$ cat src/source/cpu_params.svh
// Core integration parameters
// Word width, DTCM geometry, reset stretch and IRQ synchronizer depth

`ifndef CPU_PARAMS_SVH
`define CPU_PARAMS_SVH

//////////////////////////////////////////////////
// Data path

`define CPU_XLEN 32

//////////////////////////////////////////////////
// DTCM geometry

// Byte address seen on the ICB ports
`define DTCM_ADDR_WIDTH 16
// Word address into the SRAM macro
`define DTCM_RAM_AW 14

//////////////////////////////////////////////////
// Reset and interrupt timing

// Extra cycles the memory domain stays in reset
`define DTCM_RST_CYCLES 4
`define IRQ_SYNC_STAGES 2

`endif

$ cat src/source/dtcm_pkg.sv
// DTCM controller types
// Response ownership for the arbiter and the SRAM controller FSM states

package dtcm_pkg;

  // Which requester the pending response belongs to
  typedef enum logic [1:0] {
    OWN_NONE = 2'd0,
    OWN_LSU  = 2'd1,
    OWN_EXT  = 2'd2
  } rsp_owner_e;

  // SRAM controller FSM
  // IDLE accepts one command, RSP holds the response until taken
  typedef enum logic {
    SRAM_IDLE = 1'b0,
    SRAM_RSP  = 1'b1
  } sram_state_e;

endpackage

$ cat src/source/icb_pkg.sv
// ICB bus types
// Payload widths and the command kind carried on the read bit

package icb_pkg;

`include "cpu_params.svh"

  // One bus word
  typedef logic [`CPU_XLEN-1:0] icb_data_t;

  // Byte lane enables, one per byte of a word
  typedef logic [`CPU_XLEN/8-1:0] icb_mask_t;

  // Byte address into the DTCM
  typedef logic [`DTCM_ADDR_WIDTH-1:0] icb_addr_t;

  // Word address on the SRAM side
  typedef logic [`DTCM_RAM_AW-1:0] ram_addr_t;

  // Command kind, encoded the same way as the ICB read bit
  typedef enum logic {
    ICB_WRITE = 1'b0,
    ICB_READ  = 1'b1
  } icb_kind_e;

endpackage

$ cat src/source/icb_if.sv
// ICB link with separate command and response channels
// Each channel uses a valid/ready handshake

`timescale 1ns/100ps

interface icb_if;
  import icb_pkg::*;

  // Command channel
  logic      cmd_valid;
  logic      cmd_ready;
  icb_addr_t cmd_addr;
  icb_kind_e cmd_kind;
  icb_data_t cmd_wdata;
  icb_mask_t cmd_wmask;

  // Response channel
  logic      rsp_valid;
  logic      rsp_ready;
  logic      rsp_err;
  icb_data_t rsp_rdata;

  modport master (
    output cmd_valid, cmd_addr, cmd_kind, cmd_wdata, cmd_wmask,
    input  cmd_ready,
    input  rsp_valid, rsp_err, rsp_rdata,
    output rsp_ready
  );

  modport slave (
    input  cmd_valid, cmd_addr, cmd_kind, cmd_wdata, cmd_wmask,
    output cmd_ready,
    output rsp_valid, rsp_err, rsp_rdata,
    input  rsp_ready
  );

endinterface

$ cat src/source/cpu_irq_sync.sv
// Interrupt synchronizer
// Brings the four asynchronous interrupt lines into the clk domain

`timescale 1ns/100ps

`include "cpu_params.svh"

module cpu_irq_sync (
  input  logic clk,
  input  logic reset,
  input  logic dbg_irq_a,
  input  logic ext_irq_a,
  input  logic sft_irq_a,
  input  logic tmr_irq_a,
  output logic dbg_irq_r,
  output logic ext_irq_r,
  output logic sft_irq_r,
  output logic tmr_irq_r
);

  localparam int NUM_IRQ = 4;

  logic [NUM_IRQ-1:0]                       irq_a;
  logic [`IRQ_SYNC_STAGES-1:0][NUM_IRQ-1:0] sync_chain;

  assign irq_a = {dbg_irq_a, ext_irq_a, sft_irq_a, tmr_irq_a};

  // All four lines shift through the same chain, one flop per stage
  always_ff @(posedge clk) begin
    if (reset) begin
      sync_chain <= '0;
    end else begin
      sync_chain[0] <= irq_a;
      for (int i = 1; i < `IRQ_SYNC_STAGES; i++) begin
        sync_chain[i] <= sync_chain[i-1];
      end
    end
  end

  assign {dbg_irq_r, ext_irq_r, sft_irq_r, tmr_irq_r} = sync_chain[`IRQ_SYNC_STAGES-1];

endmodule

$ cat src/source/cpu_reset_ctrl.sv
// Reset sequencer
// Stretches the DTCM reset past the release of the chip reset

`timescale 1ns/100ps

`include "cpu_params.svh"

module cpu_reset_ctrl (
  input  logic clk,
  input  logic reset,
  output logic dtcm_reset
);

  localparam int CNT_W = $clog2(`DTCM_RST_CYCLES + 1);

  logic [CNT_W-1:0] hold_cnt;

  // Counter reloads while reset is asserted, then counts down to zero
  always_ff @(posedge clk) begin
    if (reset) begin
      hold_cnt <= CNT_W'(`DTCM_RST_CYCLES);
    end else if (hold_cnt != '0) begin
      hold_cnt <= hold_cnt - 1'b1;
    end
  end

  // Registered so the memory domain sees a clean reset edge
  // Drops in the cycle after the count reaches one
  always_ff @(posedge clk) begin
    if (reset) begin
      dtcm_reset <= 1'b1;
    end else begin
      dtcm_reset <= hold_cnt > CNT_W'(1);
    end
  end

endmodule

$ cat src/source/cpu_top.sv
// CPU integration top
// Reset sequencing, interrupt sync and the DTCM path out to an external SRAM

`timescale 1ns/100ps

module cpu_top (
  input  logic               clk,
  input  logic               reset,
  // Interrupts
  input  logic               dbg_irq_a,
  input  logic               ext_irq_a,
  input  logic               sft_irq_a,
  input  logic               tmr_irq_a,
  output logic               dbg_irq_r,
  output logic               ext_irq_r,
  output logic               sft_irq_r,
  output logic               tmr_irq_r,
  // LSU to DTCM
  input  logic               lsu_cmd_valid,
  output logic               lsu_cmd_ready,
  input  icb_pkg::icb_addr_t lsu_cmd_addr,
  input  logic               lsu_cmd_read,
  input  icb_pkg::icb_data_t lsu_cmd_wdata,
  input  icb_pkg::icb_mask_t lsu_cmd_wmask,
  output logic               lsu_rsp_valid,
  input  logic               lsu_rsp_ready,
  output logic               lsu_rsp_err,
  output icb_pkg::icb_data_t lsu_rsp_rdata,
  // External agent to DTCM
  input  logic               ext_cmd_valid,
  output logic               ext_cmd_ready,
  input  icb_pkg::icb_addr_t ext_cmd_addr,
  input  logic               ext_cmd_read,
  input  icb_pkg::icb_data_t ext_cmd_wdata,
  input  icb_pkg::icb_mask_t ext_cmd_wmask,
  output logic               ext_rsp_valid,
  input  logic               ext_rsp_ready,
  output logic               ext_rsp_err,
  output icb_pkg::icb_data_t ext_rsp_rdata,
  // DTCM SRAM
  output logic               ram_cs,
  output logic               ram_we,
  output icb_pkg::ram_addr_t ram_addr,
  output icb_pkg::icb_mask_t ram_wem,
  output icb_pkg::icb_data_t ram_din,
  input  icb_pkg::icb_data_t ram_dout
);
  import icb_pkg::*;

  logic dtcm_reset;

  icb_if lsu_icb ();
  icb_if ext_icb ();
  icb_if mem_icb ();

  cpu_reset_ctrl u_reset_ctrl (
    .clk        (clk),
    .reset      (reset),
    .dtcm_reset (dtcm_reset)
  );

  cpu_irq_sync u_irq_sync (
    .clk       (clk),
    .reset     (reset),
    .dbg_irq_a (dbg_irq_a),
    .ext_irq_a (ext_irq_a),
    .sft_irq_a (sft_irq_a),
    .tmr_irq_a (tmr_irq_a),
    .dbg_irq_r (dbg_irq_r),
    .ext_irq_r (ext_irq_r),
    .sft_irq_r (sft_irq_r),
    .tmr_irq_r (tmr_irq_r)
  );

  //////////////////////////////////////////////////
  // Plain ports onto the ICB links

  assign lsu_icb.cmd_valid = lsu_cmd_valid;
  assign lsu_icb.cmd_addr  = lsu_cmd_addr;
  assign lsu_icb.cmd_kind  = lsu_cmd_read ? ICB_READ : ICB_WRITE;
  assign lsu_icb.cmd_wdata = lsu_cmd_wdata;
  assign lsu_icb.cmd_wmask = lsu_cmd_wmask;
  assign lsu_icb.rsp_ready = lsu_rsp_ready;
  assign lsu_cmd_ready     = lsu_icb.cmd_ready;
  assign lsu_rsp_valid     = lsu_icb.rsp_valid;
  assign lsu_rsp_err       = lsu_icb.rsp_err;
  assign lsu_rsp_rdata     = lsu_icb.rsp_rdata;

  assign ext_icb.cmd_valid = ext_cmd_valid;
  assign ext_icb.cmd_addr  = ext_cmd_addr;
  assign ext_icb.cmd_kind  = ext_cmd_read ? ICB_READ : ICB_WRITE;
  assign ext_icb.cmd_wdata = ext_cmd_wdata;
  assign ext_icb.cmd_wmask = ext_cmd_wmask;
  assign ext_icb.rsp_ready = ext_rsp_ready;
  assign ext_cmd_ready     = ext_icb.cmd_ready;
  assign ext_rsp_valid     = ext_icb.rsp_valid;
  assign ext_rsp_err       = ext_icb.rsp_err;
  assign ext_rsp_rdata     = ext_icb.rsp_rdata;

  //////////////////////////////////////////////////
  // DTCM, held in reset longer than the rest

  dtcm_icb_arbiter u_dtcm_arbiter (
    .clk   (clk),
    .reset (dtcm_reset),
    .lsu   (lsu_icb.slave),
    .ext   (ext_icb.slave),
    .mem   (mem_icb.master)
  );

  dtcm_sram_ctrl u_dtcm_sram_ctrl (
    .clk      (clk),
    .reset    (dtcm_reset),
    .icb      (mem_icb.slave),
    .ram_cs   (ram_cs),
    .ram_we   (ram_we),
    .ram_addr (ram_addr),
    .ram_wem  (ram_wem),
    .ram_din  (ram_din),
    .ram_dout (ram_dout)
  );

endmodule

$ cat src/source/dtcm_icb_arbiter.sv
// DTCM port arbiter
// Fixed priority between the external agent and the LSU, one command in flight

`timescale 1ns/100ps

module dtcm_icb_arbiter (
  input  logic  clk,
  input  logic  reset,
  icb_if.slave  lsu,
  icb_if.slave  ext,
  icb_if.master mem
);
  import dtcm_pkg::*;

  rsp_owner_e owner;
  logic       arb_free;
  logic       sel_ext;
  logic       mem_cmd_fire;
  logic       mem_rsp_fire;

  //////////////////////////////////////////////////
  // Command path

  // No new grant while a response is still owed to someone
  assign arb_free = owner == OWN_NONE;

  // External agent wins a tie
  assign sel_ext = ext.cmd_valid;

  assign mem.cmd_valid = arb_free & (ext.cmd_valid | lsu.cmd_valid);
  assign mem.cmd_addr  = sel_ext ? ext.cmd_addr : lsu.cmd_addr;
  assign mem.cmd_kind  = sel_ext ? ext.cmd_kind : lsu.cmd_kind;
  assign mem.cmd_wdata = sel_ext ? ext.cmd_wdata : lsu.cmd_wdata;
  assign mem.cmd_wmask = sel_ext ? ext.cmd_wmask : lsu.cmd_wmask;

  // Ready passes straight through from the SRAM side
  assign ext.cmd_ready = arb_free & mem.cmd_ready;
  assign lsu.cmd_ready = arb_free & ~ext.cmd_valid & mem.cmd_ready;

  assign mem_cmd_fire = mem.cmd_valid & mem.cmd_ready;
  assign mem_rsp_fire = mem.rsp_valid & mem.rsp_ready;

  //////////////////////////////////////////////////
  // Response ownership

  always_ff @(posedge clk) begin
    if (reset) begin
      owner <= OWN_NONE;
    end else if (mem_cmd_fire) begin
      owner <= sel_ext ? OWN_EXT : OWN_LSU;
    end else if (mem_rsp_fire) begin
      owner <= OWN_NONE;
    end
  end

  //////////////////////////////////////////////////
  // Response path

  assign lsu.rsp_valid = mem.rsp_valid & (owner == OWN_LSU);
  assign ext.rsp_valid = mem.rsp_valid & (owner == OWN_EXT);

  // Payload goes to both, valid tells each port whether it is theirs
  assign lsu.rsp_err   = mem.rsp_err;
  assign lsu.rsp_rdata = mem.rsp_rdata;
  assign ext.rsp_err   = mem.rsp_err;
  assign ext.rsp_rdata = mem.rsp_rdata;

  always_comb begin
    case (owner)
      OWN_LSU: mem.rsp_ready = lsu.rsp_ready;
      OWN_EXT: mem.rsp_ready = ext.rsp_ready;
      default: mem.rsp_ready = 1'b0;
    endcase
  end

endmodule

$ cat src/source/dtcm_sram_ctrl.sv
// DTCM SRAM controller
// Turns ICB commands into single-port SRAM accesses, flags misaligned addresses

`timescale 1ns/100ps

`include "cpu_params.svh"

module dtcm_sram_ctrl (
  input  logic               clk,
  input  logic               reset,
  icb_if.slave               icb,
  output logic               ram_cs,
  output logic               ram_we,
  output icb_pkg::ram_addr_t ram_addr,
  output icb_pkg::icb_mask_t ram_wem,
  output icb_pkg::icb_data_t ram_din,
  input  icb_pkg::icb_data_t ram_dout
);
  import icb_pkg::*;
  import dtcm_pkg::*;

  sram_state_e state;
  logic        live;       // out of reset, may take commands
  logic        misaligned;
  logic        cmd_fire;
  logic        rsp_fire;
  logic        rsp_read;
  logic        rsp_fresh;  // first response cycle, SRAM output is current
  logic        rsp_err_q;
  icb_data_t   rdata_hold;

  assign misaligned    = |icb.cmd_addr[1:0];
  assign icb.cmd_ready = live & (state == SRAM_IDLE);
  assign cmd_fire      = icb.cmd_valid & icb.cmd_ready;
  assign rsp_fire      = icb.rsp_valid & icb.rsp_ready;

  //////////////////////////////////////////////////
  // SRAM side, misaligned commands never reach the macro

  assign ram_cs   = cmd_fire & ~misaligned;
  assign ram_we   = icb.cmd_kind == ICB_WRITE;
  assign ram_addr = icb.cmd_addr[`DTCM_RAM_AW+1:2];
  assign ram_wem  = ram_we ? icb.cmd_wmask : '0;
  assign ram_din  = icb.cmd_wdata;

  //////////////////////////////////////////////////
  // Control

  always_ff @(posedge clk) begin
    if (reset) begin
      live      <= 1'b0;
      state     <= SRAM_IDLE;
      rsp_fresh <= 1'b0;
      rsp_read  <= 1'b0;
      rsp_err_q <= 1'b0;
    end else begin
      live      <= 1'b1;
      rsp_fresh <= cmd_fire;
      if (cmd_fire) begin
        rsp_read  <= (icb.cmd_kind == ICB_READ) & ~misaligned;
        rsp_err_q <= misaligned;
      end
      case (state)
        SRAM_IDLE: if (cmd_fire) state <= SRAM_RSP;
        SRAM_RSP:  if (rsp_fire) state <= SRAM_IDLE;
        default:   state <= SRAM_IDLE;
      endcase
    end
  end

  // SRAM output is only good for one cycle, keep a copy for stalls
  always_ff @(posedge clk) begin
    if (rsp_fresh) begin
      rdata_hold <= ram_dout;
    end
  end

  //////////////////////////////////////////////////
  // Response

  assign icb.rsp_valid = state == SRAM_RSP;
  assign icb.rsp_err   = rsp_err_q;
  // Writes and errors return zero
  assign icb.rsp_rdata = !rsp_read ? '0 : (rsp_fresh ? ram_dout : rdata_hold);

endmodule

$ cat config.mk
export PLATFORM = sky130hd
export DESIGN_NAME = cpu_top
export DESIGN_NICKNAME = d
export VERILOG_FILES = /design/src/source/dtcm_pkg.sv /design/src/source/icb_pkg.sv /design/src/source/icb_if.sv /design/src/source/cpu_irq_sync.sv /design/src/source/cpu_reset_ctrl.sv /design/src/source/cpu_top.sv /design/src/source/dtcm_icb_arbiter.sv /design/src/source/dtcm_sram_ctrl.sv
export VERILOG_INCLUDE_DIRS = /design/src /design/src/source
export SDC_FILE = /design/constraint.sdc
export NUM_CORES = 1
export LEC_CHECK = 0
export BUFFER_PORTS_ARGS = -buffer_cell sky130_fd_sc_hd__buf_2
export CORE_AREA = 8 8 100 102
export DETAILED_ROUTE_END_ITERATION = 10
export DIE_AREA = 0 0 108 110
export PLACE_DENSITY_LB_ADDON = 0.2
export SYNTH_ARGS = -nofsm -noshare
export SYNTH_HDL_FRONTEND = slang
export SYNTH_SLANG_ARGS = --single-unit
$ cat constraint.sdc
create_clock -name clk -period 2 [get_ports clk]
set_input_delay 0.1 -clock clk [delete_from_list [all_inputs] [get_ports clk]]
set_output_delay 0.1 -clock clk [all_outputs]
set_load 0.01 [all_outputs]
; ---- Word-level counts from Yosys, hierarchy flattened
; Cells that the tools add are included.
[totals]
reg_bits = 51
inputBits = 148
word_cells = 52
[classes]
n_addsub = 1
n_lt_le_gt_ge = 1
eq_ne = 2
mux = 17
bitwise = 16
reduce_logical = 4
[op_table]
columns = op, n
row1 = $mux 32, 3
row2 = $mux 16, 1
row3 = $and 1x1->1, 11
row4 = $mux 4, 2
row5 = $mux 1, 6
row6 = $mux 2, 3
row7 = $not 1->1, 4
row8 = $pmux 1 s2, 2
row9 = $gt 3x1->1 const B, 1
row10 = $reduce_bool 3->1, 1
row11 = $sub 3x1->3 const B, 1
row12 = $eq 2x1->1 const B, 1
row13 = $eq 2x2->1 const B, 1
row14 = $logic_not 2->1, 1
row15 = $reduce_bool 2->1, 1
row16 = $reduce_or 2->1, 1
row17 = $or 1x1->1, 1

; ---- Longest topological paths before layout
; Gate-level depths: netlist of run 1.
[depth]
word_depth = 5
mapped_depth = 6
mapped_depth_nobuf = 6

; ---- Modules after synthesis
; Synthesis of run 1 repeated with hierarchy kept, for this count alone.
[unflattened]
cells_unflattened = 355
area_unflattened_um2 = 3806.2
[modules_own_cells]
columns = mod, instances, cells_each, area_per_inst_um2, seq_area_each_um2
row1 = dtcm_sram_ctrl, 1, 172, 1963.1, 740.7
row2 = dtcm_icb_arbiter, 1, 146, 1422.6, 40.0
row3 = cpu_irq_sync, 1, 16, 210.2, 160.2
row4 = cpu_reset_ctrl, 1, 21, 210.2, 80.1

; ---- Worst setup path before layout of run 1
; OpenSTA, ideal clock, no wires.
[synth_path]
kind = register -> output
from = reg u_dtcm_sram_ctrl.rsp_fresh
to = out lsu_rsp_rdata[10]
arrival_time_ps = 1251
required_ps = 1900
slack_ps = 649
stages_incl_launch_ff = 6
cell_sequence = dfxtp_1 -> buf_2 -> buf_6 -> mux2_2 -> and2_1 -> buf_4
[synth_via]
elab_chain_cells = 2
[synth_lines]
columns = item, line
row1 = "start, declared", dtcm_sram_ctrl.sv:28  ; logic rsp_fresh;
row2 = "start signal, assigned", dtcm_sram_ctrl.sv:58  ; rsp_fresh <= cmd_fire;
row3 = $mux 32 (2 in a row), dtcm_sram_ctrl.sv:84  ; assign icb.rsp_rdata = !rsp_read ? '0 : (rsp_fresh ? ram_dout : rdata_hold);
row4 = "end, declared", cpu_top.sv:28  ; output icb_pkg::icb_data_t lsu_rsp_rdata,
; No other way between the ends.

; ---- Final worst setup path of run 1
[layout_path]
from = reg u_dtcm_arbiter.owner[0]
to = out ram_cs
[layout_via]
elab_chain_cells = 4
[layout_lines]
columns = item, line
row1 = "start, declared", dtcm_icb_arbiter.sv:15  ; rsp_owner_e owner;
row2 = "start signal, assigned", dtcm_icb_arbiter.sv:50  ; owner <= sel_ext ? OWN_EXT : OWN_LSU;
row3 = $logic_not 2->1, dtcm_icb_arbiter.sv:25  ; assign arb_free = owner == OWN_NONE;
row4 = $and 1x1->1, dtcm_icb_arbiter.sv:30  ; assign mem.cmd_valid = arb_free & (ext.cmd_valid | lsu.cmd_valid);
row5 = $and 1x1->1, dtcm_sram_ctrl.sv:34  ; assign cmd_fire = icb.cmd_valid & icb.cmd_ready;
row6 = $and 1x1->1, dtcm_sram_ctrl.sv:40  ; assign ram_cs = cmd_fire & ~misaligned;
row7 = "end, declared", cpu_top.sv:41  ; output logic ram_cs,
; No other way between the ends.

==> flow_metrics.tcl, run 1 <==
set metrics [dict create \
    max_stage_delay_ns 0.33 \
    final_layout_size_suffix_gt1_share_pct 69.8 \
    power.share.clock_pct 25.9 \
    dieArea_um2 11900 \
    dp_slack_ns 0.550 \
    grt_overflow 0 \
    cts_inserted_buffers 5 \
    crit_chain "inv_1, ha_1, nand3b_4, inv_1, o21ai_0, nor2_1, buf_2" \
    setup_slack_ns 0.240 \
    clk_pin_slew_ns 0.09 \
    vias 2769 \
    reg2reg_depth 6 \
    synthArstFlopShare_pct 0 \
    fillCellCount 853 \
    fin_skew_ns 0.00786 \
    num_rows 34 \
    ys_types 30 \
    seq_area_um2 1020 \
    n_antenna_cell 0 \
    r2r_setup_slack_ns 0.54 \
    tns_ns 0 \
    netlist_top_cells_area "dfxtp_1 35%, mux2_2 28%, buf_4 8.5%" \
    synth.largest_area_cell "dfxtp_1" \
    cp-endpoint "ram_cs" \
    clock_latency_ns 0.30 \
    slew_headroom_pct 65.7 \
    routabilityCongestion 0.799 \
    syn_avg_cell_area_um2 10.4 \
    cts_buffer_depth 2 \
    syn_nets 433 \
    timing.rr.start "u_dtcm_arbiter.owner[0]$_SDFFE_PP0P_" \
    ir_worst_vdd_v 0.000325 \
    slowest_stage "dfxtp_1" \
    initialDrtViolationCount 48 \
    ys_seq_area_share_pct 35.0 \
    p_sw_share_pct 26.5 \
    path_class "register to output pin" \
    power_frac_comb_pct 27.9 \
    clockRootBuffer "clkbuf_8" \
    clock-sinks 51 \
    htree_levels 2 \
    hold_violations 0 \
    area_growth_pct 46.8 \
    antenna_left 0 \
    finalSetupViolations 0 \
    status "completed" \
    track_usage_pct 16.2 \
    end_kind "output pin" \
    cp-start-kind "register" \
    place.port_buffers 273 \
    netlist.area_leader.share_pct 35.0 \
    syn-instance-count 279 \
    cts_hold_buf 2 \
    multi_input_area_um2 1510 \
    grt_max_degree 27 \
    ios 274 \
    grt_pass1_wl_um 15000 \
    crit_start "u_dtcm_arbiter.owner[0]$_SDFFE_PP0P_" \
    synthesis.area_um2 2920 \
    p_int_mw 2.10 \
    cp_common_cell "inv_1" \
    cp_data_arrival_time_ns 1.66 \
    max_cap_violations 0 \
    ys_warn_count 0 \
    power_density_nw_per_um2 668 \
    wl_um 10300 \
    fp.dieH_um 110 \
    clock.fmax_mhz 568 \
    dp_hpwl_um 9100 \
    post-route-drc-count 0 \
    dr.pass1.iters 4 \
    power.share.sequential_pct 46.3 \
    r2r-end "u_dtcm_sram_ctrl.rsp_read$_SDFFE_PP0P_" \
    postCtsSetupBuffers 0 \
    path_max_fanout 5 \
    synthMostInstantiatedCell "mux2_2" \
    rsz0062_at_grt "no" \
    cts_tree "built" \
    synthFlopType "dfxtp_1" \
    core_area_um2 8470 \
    hold_class "primary input to register" \
    synth_edf_count 0 \
    fp.dieW_um 108 \
    antenna_found_initial 0 \
    grt_pass1_vias 2883 \
    p_sw_uw 757 \
    timing.final.crit_share_pct 88.0 \
    drv_slew 0 \
    p_leak_nw 2.35 \
    nets 673 \
    worst_pin_slew_ns 0.514 \
    synthTopCellsByCount "73 x mux2_2, 51 x dfxtp_1, 34 x and2_1, 33 x buf_4, 12 x nor2_1" \
    required_ns 1.90 \
    synth_seq_cells 51 \
    start_util_pct 34.4 \
    via_per_inst 4.41 \
    cts_resized 0 \
    fin_crit_ns 1.76 \
    avgRoutedWirePerCell_um 16.4 \
]
[worst min path at each step]
stage | cells past startpoint | start | to
2_1_floorplan | 1 | reset | u_irq_sync.sft_irq_r$_SDFF_PP0_
3_3_place_gp | 2 | sft_irq_a | u_irq_sync.sync_chain[1]$_SDFF_PP0_
3_5_place_dp | 2 | sft_irq_a | u_irq_sync.sync_chain[1]$_SDFF_PP0_
4_1_cts | 2 | tmr_irq_a | u_irq_sync.sync_chain[0]$_SDFF_PP0_
5_1_grt | 2 | ram_dout[27] | u_dtcm_sram_ctrl.rdata_hold[27]$_DFF_P_
6_report | 2 | tmr_irq_a | u_irq_sync.sync_chain[0]$_SDFF_PP0_
[routing by layer]
metal,vias to the layer above,wire length [um],track usage (%)
met2,139,5400,30.7
met4,0,68,3.37
li1,1389,-,-
met1,1237,3760,16.5
met5,-,0,0
met3,4,1040,6.28
[placed cells by master, fill, tap and decap left out, types with 2 or more instances in the layout]
cell type and count:
a21oi_1 5, and2_1 34, buf_12 2, buf_2 273
buf_4 4, clkbuf_8 6, dfxtp_1 51, dlygate4sd3_1 2
ha_1 6, inv_1 9, mux2_1 6, mux2_2 73
mux2i_1 4, nand2_1 2, nor2_1 12, nor2b_1 8
o211ai_1 2, o21ai_0 5, o31ai_1 2
[worst max-delay path, delay by kind of cell, from the launching register on]
family / cells / cell delay, ns
buf+inv: 3 / 0.36
flops: 1 / 0.33
simple gates: 2 / 0.27
fa+ha+maj: 1 / 0.23
compound gates: 1 / 0.18
[flip-flops by register name, indices dropped and copies added, names as in the netlist]
name,count
u_dtcm_sram_ctrl.rsp_read,1
u_dtcm_sram_ctrl.rdata_hold,32
u_irq_sync.sft_irq_r,1
u_dtcm_sram_ctrl.icb.rsp_valid,1
u_reset_ctrl.hold_cnt,3
u_dtcm_sram_ctrl.live,1
u_dtcm_sram_ctrl.rsp_fresh,1
u_irq_sync.dbg_irq_r,1
u_dtcm_sram_ctrl.icb.rsp_err,1
u_irq_sync.ext_irq_r,1
u_reset_ctrl.dtcm_reset,1
u_irq_sync.sync_chain,4
u_irq_sync.tmr_irq_r,1
u_dtcm_arbiter.owner,2
[power by group through the flow]
stage               Combinational, mW  Clock (mW)  Sequential [mW]
CTS                             0.809       0.774             1.32
global route                    0.889       0.834             1.35
finish                          0.796       0.739             1.32
global placement                0.779           0             1.34
detailed placement              0.803           0             1.35
floorplan                       0.495           0             1.33
[cell type report]
type                    instances  area share [%]
multi-input cells             171            35.3
repair buffers                281            34.0
flip-flops and latches         51            23.9
well taps                     108            3.16
clock buffers                   6            1.93
clock inverters                 2           0.906
inverters                       9           0.789
[logic make-up after synthesis]
group,after synthesis,share of synthesized area [%]
and+or+nand+nor,62,12.9
xor gates and xnor gates,1,0.300
DFF,51,35.0
buffers and inverters,57,13.1
AOI/OAI and AO/OA,19,4.16
muxes,83,31.9
adders and majority gates,6,2.58
[through the flow]
stage	instance area, um2	hold WS [ns]	power [mW]	cells	util [%]
6_report	4280	0.0119	2.86	628	50.5
5_1_grt	4280	0.00224	3.07	628	50.5
4_1_cts	4280	0.00868	2.91	628	50.5
3_5_place_dp	4140	0.315	2.15	618	48.9
3_3_place_gp	4140	0.307	2.12	618	48.9
2_1_floorplan	2920	0.172	1.82	279	-
(Power assumes the default switching activity.)
==> run 2: changes to the inputs <==
--- a/config.mk
+++ b/config.mk
@@ -8,9 +8,11 @@
 export LEC_CHECK = 0
 export BUFFER_PORTS_ARGS = -buffer_cell sky130_fd_sc_hd__buf_2
 export CORE_AREA = 8 8 100 102
+export CTS_BUF_LIST = sky130_fd_sc_hd__clkbuf_16
 export DETAILED_ROUTE_END_ITERATION = 10
 export DIE_AREA = 0 0 108 110
 export PLACE_DENSITY_LB_ADDON = 0.2
+export SKIP_LAST_GASP = 1
 export SYNTH_ARGS = -nofsm -noshare
 export SYNTH_HDL_FRONTEND = slang
 export SYNTH_SLANG_ARGS = --single-unit
==> run 2 against run 1 <==
Compared with the run above:
- via count about the same
- worst hold slack improved by 0.012 ns
- register-to-register slack barely moved
- power is 7.1% higher
==> flow_metrics.tcl, run 2 (synthesis gave the netlist of run 1 again) <==
set metrics [dict create \
    track_usage_pct 16.2 \
    required_ns 1.90 \
    tns_ns 0 \
    r2r_setup_slack_ns 0.55 \
    cp_data_arrival_time_ns 1.64 \
    fin_skew_ns 0.00606 \
    most-common-layout-cells "273 x buf_2, 73 x mux2_2, 51 x dfxtp_1, 34 x and2_1, 12 x nor2_1" \
    end_kind "output pin" \
    avgRoutedWirePerCell_um 16.4 \
    ios 274 \
    regMostFlops "u_dtcm_sram_ctrl.rdata_hold" \
    cp-start-kind "register" \
    grt_pass1_wl_um 15000 \
    antenna_found_initial 0 \
    cpLargestDelayFamily "buffers and inverters" \
    wl_um 10300 \
    min_to "u_irq_sync.sync_chain[2]$_SDFF_PP0_" \
    postCtsSetupBuffers 0 \
    via_per_inst 4.42 \
    timing.final.crit_share_pct 87.0 \
    clock.fmax_mhz 575 \
    min_from "ext_irq_a" \
    rsz0062_at_grt "no" \
    power_density_nw_per_um2 710 \
    fp.dieW_um 108 \
    post-route-drc-count 0 \
    cts_buffer_depth 2 \
    finalSetupViolations 0 \
    power_frac_comb_pct 25.9 \
    hold_violations 0 \
    dieArea_um2 11900 \
    grtUsageMet1_pct 16.5 \
    clockRootBuffer "clkbuf_16" \
    fp.dieH_um 110 \
    status "completed" \
    cp_common_cell "inv_1" \
    area_growth_pct 47.7 \
    max_stage_delay_ns 0.33 \
    r2r-end "u_dtcm_sram_ctrl.rsp_read$_SDFFE_PP0P_" \
    reg_top3 "u_dtcm_sram_ctrl.rdata_hold (32), u_irq_sync.sync_chain (4), u_reset_ctrl.hold_cnt (3)" \
    p_leak_nw 2.36 \
    fillCellCount 850 \
    num_rows 34 \
    worst_pin_slew_ns 0.515 \
    clock_latency_ns 0.28 \
    clock-sinks 51 \
    power.share.sequential_pct 43.3 \
    cts_hold_buf 0 \
    grt_overflow 0 \
    clk_pin_slew_ns 0.07 \
    global_route.usage.met2_pct 30.7 \
    busiest_layer "met2" \
    slew_headroom_pct 65.7 \
    dr.pass1.iters 4 \
    ir_worst_vdd_v 0.000361 \
    slowest_stage "dfxtp_1" \
    path_max_fanout 5 \
    min_path_cells 2 \
    p_int_mw 2.28 \
    fin_crit_ns 1.74 \
    place.port_buffers 273 \
    n_antenna_cell 0 \
    placed_area_um2 4140 \
    power.share.clock_pct 30.8 \
    largest_reg_flops 32 \
    routabilityCongestion 0.799 \
    timing.rr.start "u_dtcm_arbiter.owner[0]$_SDFFE_PP0P_" \
    p_sw_share_pct 25.6 \
    dp_cells 618 \
    max_cap_violations 0 \
    vias 2768 \
    nets 671 \
    path_buf_inv 3 \
    cts_tree "built" \
    hold_class "primary input to register" \
    cts_inserted_buffers 5 \
    p_sw_uw 782 \
    post-route-cell-area_um2 4310 \
    final_common_cell "buf_2" \
    initialDrtViolationCount 47 \
    start_util_pct 34.4 \
    grt_max_degree 27 \
    crit_chain "inv_1, ha_1, nand3b_4, inv_1, o21ai_0, nor2_1, buf_2" \
    reg2reg_depth 6 \
    dp_hpwl_um 9100 \
    path_class "register to output pin" \
    core_area_um2 8470 \
    groute.layer.met3.usage_pct 5.93 \
    final_layout_size_suffix_gt1_share_pct 69.9 \
    grt_pass1_vias 2865 \
    antenna_left 0 \
    layout.cells.non_filler 626 \
    drv_slew 0 \
    htree_levels 2 \
    cts_resized 0 \
]
-- run 2: cell types whose count changed in the layout (fill, tap and decap cells not counted), sizes merged --
cell	before	now
clkbuf	6	5
dlygate4sd3	2	0
clkinv	0	1
-- run 2: how the worst max path moves through the flow --
stage	start	endpoint	depth (start not counted)
2_1_floorplan	u_dtcm_sram_ctrl.rsp_fresh$_SDFF_PP0_	lsu_rsp_rdata[10]	5
3_3_place_gp	u_dtcm_sram_ctrl.rsp_fresh$_SDFF_PP0_	ext_rsp_rdata[20]	4
3_5_place_dp	u_dtcm_arbiter.owner[0]$_SDFFE_PP0P_	u_dtcm_sram_ctrl.rsp_read$_SDFFE_PP0P_	6
4_1_cts	u_dtcm_sram_ctrl.rsp_fresh$_SDFF_PP0_	ext_rsp_rdata[20]	4
5_1_grt	u_dtcm_arbiter.owner[0]$_SDFFE_PP0P_	ram_cs	7
6_report	u_dtcm_arbiter.owner[0]$_SDFFE_PP0P_	ram_cs	7
-- run 2: through the flow --
step / hold WS [ns] / utilization, % / power (mW) / setup WS, ns
2_1_floorplan: 0.172 / - / 1.82 / 0.649
3_3_place_gp: 0.307 / 48.9 / 2.12 / 0.557
3_5_place_dp: 0.315 / 48.9 / 2.15 / 0.550
4_1_cts: 0.0140 / 50.9 / 3.11 / 0.243
5_1_grt: 0.0215 / 50.9 / 3.27 / 0.158
6_report: 0.0240 / 50.9 / 3.06 / 0.261
-- run 2: cell type report --
cell class,instances,area (um2),share of cell area (%)
Timing Repair Buffer,279,1440,33.4
Clock buffer,5,125,2.91
Sequential cell,51,1020,23.7
Tap cell,108,135,3.14
Inverter,9,33.8,0.785
Clock inverter,3,42.5,0.988
Multi-Input combinational cell,171,1510,35.1
-- run 2: metal layers --
layer / share of wire [%] / vias up
li1: - / 1386
met1: 37 / 1239
met2: 52 / 137
met3: 9.8 / 6
met4: 0.82 / 0
met5: 0 / -
-- run 2: power by group through the flow --
stage	registers, mW	logic (mW)	clock network [mW]
after floorplan	1.33	0.495	0
after global placement	1.34	0.779	0
after detailed placement	1.35	0.803	0
after CTS	1.33	0.806	0.979
after global routing	1.35	0.886	1.03
final	1.32	0.793	0.943
==> run 3: changes to the inputs <==
--- a/config.mk
+++ b/config.mk
@@ -7,10 +7,11 @@
 export NUM_CORES = 1
 export LEC_CHECK = 0
 export BUFFER_PORTS_ARGS = -buffer_cell sky130_fd_sc_hd__buf_2
-export CORE_AREA = 8 8 100 102
+export CORE_ASPECT_RATIO = 0.5
+export CORE_MARGIN = 8
+export CORE_UTILIZATION = 37
 export CTS_BUF_LIST = sky130_fd_sc_hd__clkbuf_16
 export DETAILED_ROUTE_END_ITERATION = 10
-export DIE_AREA = 0 0 108 110
 export PLACE_DENSITY_LB_ADDON = 0.2
 export SKIP_LAST_GASP = 1
 export SYNTH_ARGS = -nofsm -noshare
==> constraint.sdc (replaced) <==
create_clock -name clk -period 1.8 [get_ports clk]
set_input_delay 0.09 -clock clk [delete_from_list [all_inputs] [get_ports clk]]
set_output_delay 0.09 -clock clk [all_outputs]
set_load 0.01 [all_outputs]
==> run 3 against run 2 <==
Compared with the run above:
- first-iteration DRC count shrank 8.5%
- clock-buffer cell count is the same
- die area shrank 6.2%
- power grew 16%
- combinational power grew 11%
- highest routed layer unchanged
- worst setup slack lost 0.12 ns
- critical path depth shrank 3
- core utilization grew 4.7 points
- critical path type unchanged
- largest cell class unchanged
- critical endpoint is now ext_rsp_rdata[11]
- clock power grew 26%
- non-clock buffer count grew 2
- routed wire length shrank 4.3%
==> flow_metrics.tcl, run 3 (synthesis gave the netlist of run 1 again) <==
set metrics [dict create \
    status "completed" \
    n_antenna_cell 0 \
    ios 274 \
    path_buf_inv 2 \
    regMostFlops "u_dtcm_sram_ctrl.rdata_hold" \
    dr.pass1.iters 4 \
    p_sw_uw 871 \
    avgRoutedWirePerCell_um 15.6 \
    postCtsSetupBuffers 0 \
    dieArea_um2 11100 \
    ir_worst_vdd_v 0.000589 \
    cp-start-kind "register" \
    dp_hpwl_um 8580 \
    rsz0062_at_grt "no" \
    vias 2751 \
    routabilityCongestion 0.842 \
    cts_tree "built" \
    fp.dieW_um 142 \
    num_rows 23 \
    finalSetupViolations 0 \
    fin_skew_ns 0.00530 \
    max_stage_delay_ns 0.37 \
    core_area_um2 7830 \
    clock-sinks 51 \
    r2r_setup_slack_ns 0.39 \
    clock.fmax_mhz 604 \
    clock_latency_ns 0.28 \
    crit_chain "buf_4, mux2_2, and2_1, buf_2" \
    p_leak_nw 2.38 \
    p_int_mw 2.67 \
    final_layout_size_suffix_gt1_share_pct 70.0 \
    grt_pass1_vias 2959 \
    power_density_nw_per_um2 815 \
    via_per_inst 4.35 \
    post-route-drc-count 0 \
    final_common_cell "buf_2" \
    fillCellCount 754 \
    path_class "register to output pin" \
    tns_ns 0 \
    slowest_stage "mux2_2" \
    timing.final.crit_share_pct 92.0 \
    p_sw_share_pct 24.6 \
    initialDrtViolationCount 43 \
    area_growth_pct 49.1 \
    clk_pin_slew_ns 0.07 \
    grt_pass1_wl_um 15200 \
    hold_class "primary input to register" \
    path_max_fanout 18 \
    antenna_left 0 \
    fin_crit_ns 1.66 \
    htree_levels 2 \
    cpLargestDelayFamily "buffers and inverters" \
    power.share.sequential_pct 41.4 \
    required_ns 1.71 \
    power.share.clock_pct 33.6 \
    cp_data_arrival_time_ns 1.57 \
    post-route-cell-area_um2 4350 \
    most-common-layout-cells "273 x buf_2, 73 x mux2_2, 51 x dfxtp_1, 34 x and2_1, 12 x nor2_1" \
    multi_input_area_um2 1510 \
    worst_pin_slew_ns 0.489 \
    start_util_pct 37.2 \
    track_usage_pct 16.6 \
    drv_slew 0 \
    reg_top3 "u_dtcm_sram_ctrl.rdata_hold (32), u_irq_sync.sync_chain (4), u_reset_ctrl.hold_cnt (3)" \
    place.port_buffers 273 \
    slew_headroom_pct 67.4 \
    end_kind "output pin" \
    seq_area_um2 1020 \
    placed_area_um2 4160 \
    grt_max_degree 25 \
    antenna_found_initial 0 \
    largest_reg_flops 32 \
    fp.dieH_um 78.8 \
    grt_overflow 0 \
    wl_um 9830 \
    max_cap_violations 0 \
    cts_inserted_buffers 5 \
    nets 673 \
    power_frac_comb_pct 25.0 \
    clockRootBuffer "clkbuf_16" \
    cts_buffer_depth 2 \
    hold_violations 0 \
]
-- run 3: final timing paths --
| check | startpoint | endpoint | cells after the start |
|---|---|---|---|
| hold / removal | ext_irq_a | u_irq_sync.sync_chain[2]$_SDFF_PP0_ | 2 |
| setup reg to reg | u_dtcm_arbiter.owner[0]$_SDFFE_PP0P_ | u_dtcm_arbiter.owner[0]$_SDFFE_PP0P_ | 5 |
| hold reg to reg | u_irq_sync.sync_chain[3]$_SDFF_PP0_ | u_irq_sync.dbg_irq_r$_SDFF_PP0_ | 1 |
| setup / recovery | u_dtcm_sram_ctrl.rsp_fresh$_SDFF_PP0_ | ext_rsp_rdata[11] | 4 |
-- run 3: cell type report --
type                    count  share of cell area [%]
repair buffers            281                    33.4
clock buffers               5                    2.88
flip-flops and latches     51                    23.5
inverters                   9                   0.777
clock inverters             3                    1.47
well taps                 112                    3.22
multi-input cells         171                    34.8
-- run 3: through the flow --
step,total power [mW],util (%),std cells,hold slack (ns),worst slack [ns]
after global placement,2.35,53.1,624,0.298,0.424
after floorplan,2.02,-,279,0.162,0.459
after global routing,3.75,55.5,632,0.0224,0.0250
after CTS,3.58,55.5,632,0.0131,0.0907
final,3.54,55.5,632,0.0184,0.144
after detailed placement,2.39,53.1,624,0.309,0.413
-- run 3: timing repair --
item,4_1_cts,5_1_grt
hold buffers,0,0
resized for setup,0,1
endpoints found under the setup margin,0,1
-- run 3: worst register-to-register path: stages, from the launching register on --
cell and delay [ns]:
dfxtp_1 0.35, inv_1 0.07, ha_1 0.20, a22oi_1 0.24, o21ai_0 0.16, a221oi_1 0.29
-- run 3: per-layer routing --
layer / GRT usage, % / vias up / wire, um
li1: - / 1391 / -
met1: 17.4 / 1255 / 3800
met5: 0 / - / 0
met4: 2.55 / 0 / 52
met2: 32.2 / 101 / 5110
met3: 6.04 / 4 / 874
-- run 3: power groups by stage --
| stage | sequential (mW) | combinational [mW] | clock [mW] |
|---|---|---|---|
| final | 1.47 | 0.884 | 1.19 |
| after global routing | 1.50 | 0.988 | 1.27 |
| after global placement | 1.49 | 0.868 | 0 |
| after floorplan | 1.47 | 0.550 | 0 |
| after detailed placement | 1.50 | 0.890 | 0 |
| after CTS | 1.47 | 0.895 | 1.22 |
